$ cat src/common/fir_pkg.sv
package fir_pkg;

   // sample and coefficient width
   localparam int DSIZE = 16;

   // index field of a coefficient command, up to 16 taps per half
   localparam int COEF_IDX_W = 4;

   // input sample and coefficient
   typedef logic signed [DSIZE-1:0] sample_t;
   typedef logic signed [DSIZE-1:0] coef_t;

   // sum of a near and a far sample, one guard bit
   typedef logic signed [DSIZE:0] preadd_t;

   // product, cascade sum and filter output
   // wraps in 32 bits, no rounding or saturation
   typedef logic signed [2*DSIZE-1:0] acc_t;

   // host commands to the coefficient bank
   typedef enum logic [1:0]
   {
      COEF_WRITE  = 2'b01,   // value into shadow slot index
      COEF_COMMIT = 2'b10    // shadow set into active set
   } coef_op_t;

   // one command word, 22 bits
   typedef struct packed
   {
      coef_op_t                op;
      logic [COEF_IDX_W-1:0]   index;
      coef_t                   value;
   } coef_cmd_t;

endpackage

$ cat src/fir/fir_delay_line.sv
`timescale 1ns/10ps

// far end of the symmetric window, 2*nbtap accepted samples behind the input
module fir_delay_line #(
   parameter int nbtap = 4
)
(
   input  logic             clk,
   input  logic             advance,
   input  fir_pkg::sample_t din,
   output fir_pkg::sample_t dout
);

   import fir_pkg::*;

   localparam int DEPTH = 2*nbtap;

   sample_t shift_q [DEPTH];   // maps well onto shift register primitives

   always_ff @(posedge clk)
   begin
      if (advance)
      begin
         shift_q[0] <= din;
         for (int i = 1; i < DEPTH; i++)
         begin
            shift_q[i] <= shift_q[i-1];
         end
      end
   end

   assign dout = shift_q[DEPTH-1];   // shared by every tap

endmodule

$ cat src/fir/fir_sym_tap.sv
`timescale 1ns/10ps

// one element of the even symmetric systolic array
module fir_sym_tap
(
   input  logic             clk,
   input  logic             advance,
   input  fir_pkg::coef_t   coef,
   input  fir_pkg::sample_t din,
   input  fir_pkg::sample_t dfar,
   input  fir_pkg::acc_t    casc_in,
   output fir_pkg::sample_t dnext,
   output fir_pkg::acc_t    casc_out
);

   import fir_pkg::*;

   coef_t   coef_q;
   sample_t near_q;      // first stage of the data chain
   sample_t near2_q;     // second stage, also feeds the next tap
   sample_t far_q;
   preadd_t preadd_q;
   acc_t    product_q;

   always_ff @(posedge clk)
   begin
      if (advance)
      begin
         coef_q    <= coef;
         near_q    <= din;
         near2_q   <= near_q;
         far_q     <= dfar;
         preadd_q  <= preadd_t'(near2_q) + preadd_t'(far_q);   // exact, 17 bits
         product_q <= acc_t'(preadd_q) * acc_t'(coef_q);        // mod 2^32
         casc_out  <= product_q + casc_in;
      end
   end

   // two registers per tap keep the near data in step with the cascade
   assign dnext = near2_q;

endmodule

$ cat src/fir/fir_sym_systolic.sv
`timescale 1ns/10ps

// filter core: delay line plus a chain of nbtap symmetric taps
// result for sample n sits on core_out after advance n + nbtap + 3
module fir_sym_systolic #(
   parameter int nbtap = 4
)
(
   input  logic             clk,
   input  logic             reset,
   input  logic             advance,
   input  fir_pkg::coef_t   coefs [nbtap],
   input  fir_pkg::sample_t din,
   output fir_pkg::acc_t    core_out
);

   import fir_pkg::*;

   localparam int FILL   = 2*nbtap;
   localparam int FILL_W = $clog2(FILL+1);

   sample_t           far_raw;
   sample_t           far_data;
   sample_t           chain [nbtap];      // dnext of each tap
   sample_t           tap_din [nbtap];
   acc_t              casc [nbtap];       // casc_out of each tap
   acc_t              casc_in [nbtap];
   logic [FILL_W-1:0] fill_cnt;           // advances since reset, saturating

   // Samples older than the first accept must read as zero. Each data path
   // is held at zero until the history behind it is real, so the registers
   // inside the taps flush to a clean cascade during the warm-up.
   always_ff @(posedge clk)
   begin
      if (reset)
      begin
         fill_cnt <= '0;
      end
      else if (advance && fill_cnt != FILL_W'(FILL))
      begin
         fill_cnt <= fill_cnt + 1'b1;
      end
   end

   assign far_data = (fill_cnt == FILL_W'(FILL)) ? far_raw : '0;   // x[k-2*nbtap]

   fir_delay_line #(
      .nbtap(nbtap)
   ) delay0 (
      .clk     (clk),
      .advance (advance),
      .din     (din),
      .dout    (far_raw)
   );

   for (genvar i = 0; i < nbtap; i++)
   begin : g_tap
      if (i == 0)
      begin : g_first
         assign tap_din[i] = din;
         assign casc_in[i] = '0;      // head of the cascade
      end
      else
      begin : g_rest
         // chain carries x[k-2i] into tap i
         assign tap_din[i] = (fill_cnt >= FILL_W'(2*i)) ? chain[i-1] : '0;
         assign casc_in[i] = casc[i-1];
      end

      fir_sym_tap tap (
         .clk      (clk),
         .advance  (advance),
         .coef     (coefs[i]),
         .din      (tap_din[i]),
         .dfar     (far_data),
         .casc_in  (casc_in[i]),
         .dnext    (chain[i]),
         .casc_out (casc[i])
      );
   end

   assign core_out = casc[nbtap-1];   // last cascade sum

endmodule

$ cat src/hdl/coef_bank.sv
`timescale 1ns/10ps

// double buffered coefficients: the host fills the shadow set while
// the active set keeps driving the filter, then commits in one edge
module coef_bank #(
   parameter int nbtap = 4
)
(
   input  logic                clk,
   input  logic                reset,
   input  logic                cmd_valid,
   output logic                cmd_ready,
   input  fir_pkg::coef_cmd_t  cmd,
   output fir_pkg::coef_t      coefs [nbtap]
);

   import fir_pkg::*;

   coef_t shadow [nbtap];
   coef_t active [nbtap];
   logic  cmd_fire;

   assign cmd_fire = cmd_valid && cmd_ready;

   always_ff @(posedge clk)
   begin
      if (reset)
      begin
         cmd_ready <= 1'b0;
         for (int i = 0; i < nbtap; i++)
         begin
            shadow[i] <= '0;
            active[i] <= '0;
         end
      end
      else
      begin
         cmd_ready <= 1'b1;   // never busy
         if (cmd_fire)
         begin
            case (cmd.op)
               COEF_WRITE:
               begin
                  // index of nbtap or more matches no slot
                  for (int i = 0; i < nbtap; i++)
                  begin
                     if (cmd.index == COEF_IDX_W'(i))
                     begin
                        shadow[i] <= cmd.value;
                     end
                  end
               end
               COEF_COMMIT:
               begin
                  for (int i = 0; i < nbtap; i++)
                  begin
                     active[i] <= shadow[i];
                  end
               end
               default:
               begin
                  // unknown opcode, dropped
               end
            endcase
         end
      end
   end

   assign coefs = active;

endmodule

$ cat src/hdl/fir_stream_ctrl.sv
`timescale 1ns/10ps

// valid/ready control around the filter core
// the core only moves on an accepted sample, so a stalled output
// freezes the whole pipeline and nothing is dropped
module fir_stream_ctrl #(
   parameter int nbtap = 4
)
(
   input  logic          clk,
   input  logic          reset,
   input  logic          in_valid,
   output logic          in_ready,
   output logic          out_valid,
   input  logic          out_ready,
   input  fir_pkg::acc_t core_out,
   output logic          advance,
   output fir_pkg::acc_t out_data
);

   // core depth in accepted samples
   localparam int LAT   = nbtap + 4;
   localparam int CNT_W = $clog2(LAT+1);

   logic [CNT_W-1:0] warm_cnt;   // accepts seen, stops at LAT
   logic             primed;
   logic             load;

   assign primed = (warm_cnt == CNT_W'(LAT));

   // room in the output register, either empty or emptied this edge
   assign in_ready = !out_valid || out_ready;
   assign advance  = in_valid && in_ready;
   assign load     = advance && primed;   // core_out now holds a real result

   always_ff @(posedge clk)
   begin
      if (reset)
      begin
         warm_cnt <= '0;
      end
      else if (advance && !primed)
      begin
         warm_cnt <= warm_cnt + 1'b1;
      end
   end

   always_ff @(posedge clk)
   begin
      if (reset)
      begin
         out_valid <= 1'b0;
      end
      else if (load)
      begin
         out_valid <= 1'b1;
      end
      else if (out_ready)
      begin
         out_valid <= 1'b0;   // taken, nothing new behind it
      end
   end

   // holding register, stable while the sink stalls
   always_ff @(posedge clk)
   begin
      if (load)
      begin
         out_data <= core_out;
      end
   end

endmodule

$ cat src/hdl/fir_top.sv
`timescale 1ns/10ps

// streaming symmetric FIR with host loadable coefficients
module fir_top #(
   parameter int nbtap = 4
)
(
   input  logic               clk,
   input  logic               reset,
   // coefficient command port
   input  logic               cmd_valid,
   output logic               cmd_ready,
   input  fir_pkg::coef_cmd_t cmd,
   // sample stream in
   input  logic               in_valid,
   output logic               in_ready,
   input  fir_pkg::sample_t   in_data,
   // result stream out
   output logic               out_valid,
   input  logic               out_ready,
   output fir_pkg::acc_t      out_data
);

   import fir_pkg::*;

   coef_t coefs [nbtap];   // active set
   acc_t  core_out;
   logic  advance;         // high on each accepted sample

   coef_bank #(
      .nbtap(nbtap)
   ) bank0 (
      .clk       (clk),
      .reset     (reset),
      .cmd_valid (cmd_valid),
      .cmd_ready (cmd_ready),
      .cmd       (cmd),
      .coefs     (coefs)
   );

   fir_sym_systolic #(
      .nbtap(nbtap)
   ) core0 (
      .clk      (clk),
      .reset    (reset),
      .advance  (advance),
      .coefs    (coefs),
      .din      (in_data),
      .core_out (core_out)
   );

   fir_stream_ctrl #(
      .nbtap(nbtap)
   ) ctrl0 (
      .clk       (clk),
      .reset     (reset),
      .in_valid  (in_valid),
      .in_ready  (in_ready),
      .out_valid (out_valid),
      .out_ready (out_ready),
      .core_out  (core_out),
      .advance   (advance),
      .out_data  (out_data)
   );

endmodule

$ cat config.mk
export PLATFORM = sky130hd
export DESIGN_NAME = fir_top
export DESIGN_NICKNAME = d
export VERILOG_FILES = /design/src/common/fir_pkg.sv /design/src/fir/fir_delay_line.sv /design/src/fir/fir_sym_tap.sv /design/src/fir/fir_sym_systolic.sv /design/src/hdl/coef_bank.sv /design/src/hdl/fir_stream_ctrl.sv /design/src/hdl/fir_top.sv
export SDC_FILE = /design/constraint.sdc
export NUM_CORES = 2
export LEC_CHECK = 0
export ABC_CLOCK_PERIOD_IN_PS = 30400
export BUFFER_PORTS_ARGS = -buffer_cell sky130_fd_sc_hd__buf_4
export CORE_MARGIN = 3
export CORE_UTILIZATION = 65
export DETAILED_ROUTE_END_ITERATION = 16
export PLACE_DENSITY = 0.9
export REMOVE_ABC_BUFFERS = 1
export SLEW_MARGIN = 5
export SYNTH_ARGS = -nofsm -noshare
export SYNTH_HDL_FRONTEND = slang
export SYNTH_SLANG_ARGS = --single-unit
$ cat constraint.sdc
create_clock -name clk -period 30.4 [get_ports clk]
set_input_delay 6.08 -clock clk [delete_from_list [all_inputs] [get_ports clk]]
set_output_delay 6.08 -clock clk [all_outputs]
set_load 0.01 [all_outputs]
Word-level counts from Yosys, hierarchy flattened
Memory sizes are Yosys's and may differ from the RTL's. A register that Yosys moved wholly into a read port is not among the register bits.
Index checks and enable logic that the tools add are counted.

cells by class
  add/subtract/negate cells = 9
  multiply operators = 4
  magnitude comparators = 3
  eq/ne operators = 8
  muxes and demuxes = 31
  bitwise gates (word level) = 4
  reductions and logical operators = 12

operators with widths
  cell                   number
  $mul A17 B16 Y32       4
  $add A32 B32 Y32       3
  $add A16 B16 Y17       4
  $mux W16               4
  $mux W1                27
  $add A4 B1 Y4 const B  2
  $eq A4 B2 Y1 const B   2
  $eq A4 B4 Y1 const B   2
  $ge A4 B3 Y1 const B   2
  $logic_and A1 B1 Y1    5
  $eq A4 B1 Y1 const B   1
  $ge A4 B2 Y1 const B   1
  $logic_not A4 Y1       1
  $ne A4 B4 Y1 const B   1
  $or A1 B1 Y1           4
  $logic_not A1 Y1       3
  $eq A2 B1 Y1 const B   1
  $eq A2 B2 Y1 const B   1
  $reduce_and A2 Y1      1
  $reduce_bool A2 Y1     1
  $logic_or A1 B1 Y1     1

storage, ports and cells
  bits in registers = 558
  bits in writable memories = 192
  input port bits = 43
  output and inout bits = 35
  memories kept = 2

memories
  name                  depth  width  read ports  clocked after Yosys merged registers in  wr ports  RTL line              RTL
  core0.delay0.shift_q  8      16     8           1                                        8         fir_delay_line.sv:18  sample_t shift_q [DEPTH];
  bank0.shadow          4      16     4           4                                        4         coef_bank.sv:19       coef_t shadow [nbtap];

Depth between registers and ports, before layout
  depth after elaboration = 7
  gate-level depth with buffers = 25

Cells and area by module
A second synthesis with hierarchy kept.

second synthesis, totals
  cells, all modules = 7105
  area total of the unflattened synthesis = 78181.2 um2

modules (own cells, without submodules)
  module                            instances  cells an instance  area each (um2)  sequential area each (um2)
  fir_sym_tap (core0.g_tap[0].tap)  1          1600               16761.1          4354.2
  fir_sym_tap (core0.g_tap[2].tap)  1          1601               16726.0          4354.2
  fir_sym_tap (core0.g_tap[3].tap)  1          1581               16696.0          4354.2
  fir_sym_tap (core0.g_tap[1].tap)  1          1566               16618.4          4354.2
  coef_bank                         1          451                5472.7           3223.1
  fir_delay_line                    1          144                3963.8           3843.7
  fir_stream_ctrl                   1          65                 1252.5           1061.0
  fir_sym_systolic                  1          97                 690.7            80.1

Least setup slack after synthesis
Ideal clock, no wire load.

  path kind = input port to flip-flop
  from = input out_ready
  to = memory core0.delay0.shift_q[0][0] (netlist name) (enable)
  setup time = 5.000 ns
  data arrival time = 17.823 ns
  data required time = 25.400 ns
  slack = 7.578 ns
  cell stages on the path = 3
  cells stage by stage = nand2b_1 -> nand2_1 -> clkinv_1

RTL lines
  what                RTL line              RTL
  start: declaration  fir_top.sv:20         input logic out_ready,
  end: declaration    fir_delay_line.sv:18

Worst setup path in the final report
  from = input out_ready
  to = output in_ready

on the way
  cells in the longest elaborated chain, start to end = 1

ends and longest elaborated chain
  what                RTL line               RTL
  $logic_or A1 B1 Y1  fir_stream_ctrl.sv:32  assign in_ready = !out_valid || out_ready;
  end: declaration    fir_top.sv:16          output logic in_ready,

Every way passes these cells.

==> flow_metrics.py <==
metrics = {
    "min_path": {
        "worst_hold_path_type": "flip-flop to flip-flop",
    },
    "worst_setup_path": {
        "end_kind": "output port",
        "path_class": "input port to output port",
        "required_ps": 24320,
        "cp.arrival_ps": 6500,
        "regToRegSetupSlack_ps": 22760,
        "critPathLaunchType": "input port",
        "path_max_fanout": 3,
    },
    "timing": {
        "max_freq_mhz": 79.5,
        "hold_violations": 0,
        "period_minus_slack_ps": 12580,
        "maxSlewViolCount": 0,
        "fin_skew_ps": 69.7,
        "worst_slew_pin_slew_ps": 1120,
        "rsz0062_at_grt": "no",
        "finalCritPeriodShare_pct": 41.4,
        "final.setup.tns_ps": 0,
        "final.setup.worst_slack_ps": 17820,
        "max-slew-margin-rel_pct": 25.1,
        "setup_violations": 0,
    },
    "cells_and_area": {
        "drive_above_1_share_pct": 3.74,
        "syn2layout_area_growth_pct": 6.42,
        "final_cell_count_no_fill": 8201,
        "nFillCells": 6933,
        "nets": 8267,
        "stdcell_area_mm2": 0.0771,
    },
    "yosys": {
        "synth_top_family_by_area": "adder cells",
        "ys_types": 81,
        "synth_enable_flop_cells": 724,
        "ys_top_cells_by_count": "inv_1 (1252), fa_1 (1087), nand2_1 (779)",
        "yosysWarnings": 0,
        "yosysSeqAreaShare_pct": 32.0,
        "yosys.area.top_type": "fa_1",
        "synth_ff_type": "edfxtp_1",
        "ys_seq_elements": 798,
        "syn-instance-count": 6646,
        "netlist.area_leader.share_pct": 30.0,
        "synth_mux_area_share_pct": 0.0414,
        "synth_fa_ha_area_share_pct": 38.5,
        "synth_area_leaders": "fa_1 (30%), edfxtp_1 (30%), ha_1 (8.5%)",
        "syn_avg_cell_area_um2": 10.9,
        "syn_area_mm2": 0.0725,
        "yosysMostFrequentCell": "inv_1",
        "synth-simple-area-share_pct": 12.9,
        "synth_compound_gate_area_share_pct": 5.72,
        "async_reset_ff_share_pct": 0,
        "synth_xor_area_share_pct": 3.37,
    },
    "clock_tree": {
        "clkSinkCount": 798,
        "cts-resized-gates": 0,
        "clk_pin_slew_ps": 60,
        "clock_latency_ps": 710,
        "post_cts_buffers": 0,
        "cts_tree": "done",
        "ctsHoldBuffers": 0,
        "htree_levels": 3,
        "root_buffer": "clkbuf_16",
        "cts-buffers-inserted": 81,
        "cts_buffer_depth": 3,
    },
    "drt": {
        "postRouteAntennaNets": 0,
        "wirelength_um": 174000,
        "vias_per_cell": 5.98,
        "vias": 49100,
        "drt_iter0_drc": 4890,
        "dr.pass1.iters": 8,
        "routedWlPerCell_um": 21.3,
        "drcViolationCount": 0,
    },
    "floorplanning": {
        "core_area_mm2": 0.110,
        "start_util_pct": 66.0,
        "ioPinCount": 78,
        "rows": 121,
        "dieArea_mm2": 0.116,
        "die_h_um": 340,
        "chipWidth_um": 340,
    },
    "placement": {
        "dp_hpwl_um": 131000,
        "place_congestion": 0.963,
        "dp_cells": 8040,
        "port-buffer-count": 77,
        "dpl_cell_area_mm2": 0.0744,
        "pre_cts_ws_ps": 17820,
    },
    "global_route": {
        "track_usage_pct": 31.4,
        "grt_max_degree": 99,
        "grt-ovfl-total": 0,
        "grt_pass1_vias": 53800,
        "grt_pass1_wl_um": 282000,
        "grt_antenna_before_repair": 16,
    },
    "flow_run": {
        "maxCapViolCount": 0,
    },
    "status": {
        "status": "completed",
    },
}
[sequential cells by signal (all words and copies together) (netlist names), 48 cells and up]
register,count
core0.g_tap.tap.dnext,48
core0.delay0.shift_q,128
core0.g_tap.tap.coef_q,64
core0.g_tap.tap.casc_out,128
bank0.shadow,64
bank0.coefs,64
core0.g_tap.tap.near_q,48
core0.g_tap.tap.product_q,128
core0.g_tap.tap.preadd_q,68
[final timing paths]
kind | endpoint | startpoint | cells past startpoint
worst min-delay path | core0.g_tap[0].tap.casc_out[28] | core0.g_tap[0].tap.product_q[28] | 0
worst min register to register | core0.g_tap[0].tap.casc_out[28] | core0.g_tap[0].tap.product_q[28] | 0
worst max register to register | core0.g_tap[3].tap.product_q[31] | core0.g_tap[3].tap.coef_q[1] | 21
worst max-delay path | in_ready | out_ready | 3
[logic make-up after synthesis]
family          Yosys count
flops                   798
mux                       3
buf+inv                1431
fa+ha+maj              1577
compound gates          654
xor+xnor                279
simple gates           1904
[worst max-delay path, cell delays in order]
cell and delay, ps:
buf_4 100, nand2b_1 160, buf_4 150
[cell type report]
| type | count | area [um2] | area share [%] |
|---|---|---|---|
| Antenna cell | 11 | 27.5 | 0.0357 |
| Clock buffer | 99 | 2090 | 2.72 |
| Tap cell | 1476 | 1850 | 2.39 |
| Clock inverter | 51 | 608 | 0.789 |
| Timing Repair Buffer | 95 | 713 | 0.925 |
| Inverter | 1254 | 4710 | 6.11 |
| Sequential cell | 798 | 23200 | 30.1 |
| Multi-Input combinational cell | 4417 | 43900 | 56.9 |
[metrics by stage]
stage	hold slack [ps]	util [%]
2_1_floorplan	400	-
4_1_cts	416	70.2
3_5_place_dp	405	67.8
5_1_grt	419	70.2
6_report	416	70.3
3_3_place_gp	400	67.8
[cells in the final DEF, fill, tap and decap left out, types with 14 or more instances in the layout]
cell / netlist / routed
a211oi_1: 19 / 19
a21o_1: 75 / 75
a21oi_1: 257 / 257
a31oi_1: 16 / 16
and2_1: 587 / 587
and3_1: 19 / 19
buf_4: 0 / 95
clkbuf_1: 173 / 18
clkbuf_16: 0 / 81
dfxtp_1: 74 / 74
edfxtp_1: 724 / 724
fa_1: 1087 / 1087
ha_1: 490 / 490
inv_1: 1252 / 1252
nand2_1: 779 / 779
nand2b_1: 51 / 51
nand3_1: 47 / 47
nand4_1: 14 / 14
nor2_1: 218 / 218
nor2b_1: 82 / 82
nor3_1: 48 / 47
o21a_1: 40 / 40
o21ai_0: 103 / 100
o21bai_1: 20 / 20
xnor2_1: 210 / 210
xor2_1: 69 / 69
[metal layers]
layer | part of all wire [%] | global-route usage, % | wire [um] | vias to the layer above
met3 | 9.8 | 6.41 | 17000 | 803
met4 | 8.1 | 21.7 | 14100 | 6
met5 | 0.023 | 0 | 40 | -
li1 | - | - | - | 21000
met2 | 48 | 51.0 | 83500 | 2844
met1 | 34 | 37.8 | 59700 | 24400
Power is left out: the tool's default activity adds up to more than one toggle a clock period on the data nets, which glitch-free logic cannot reach.
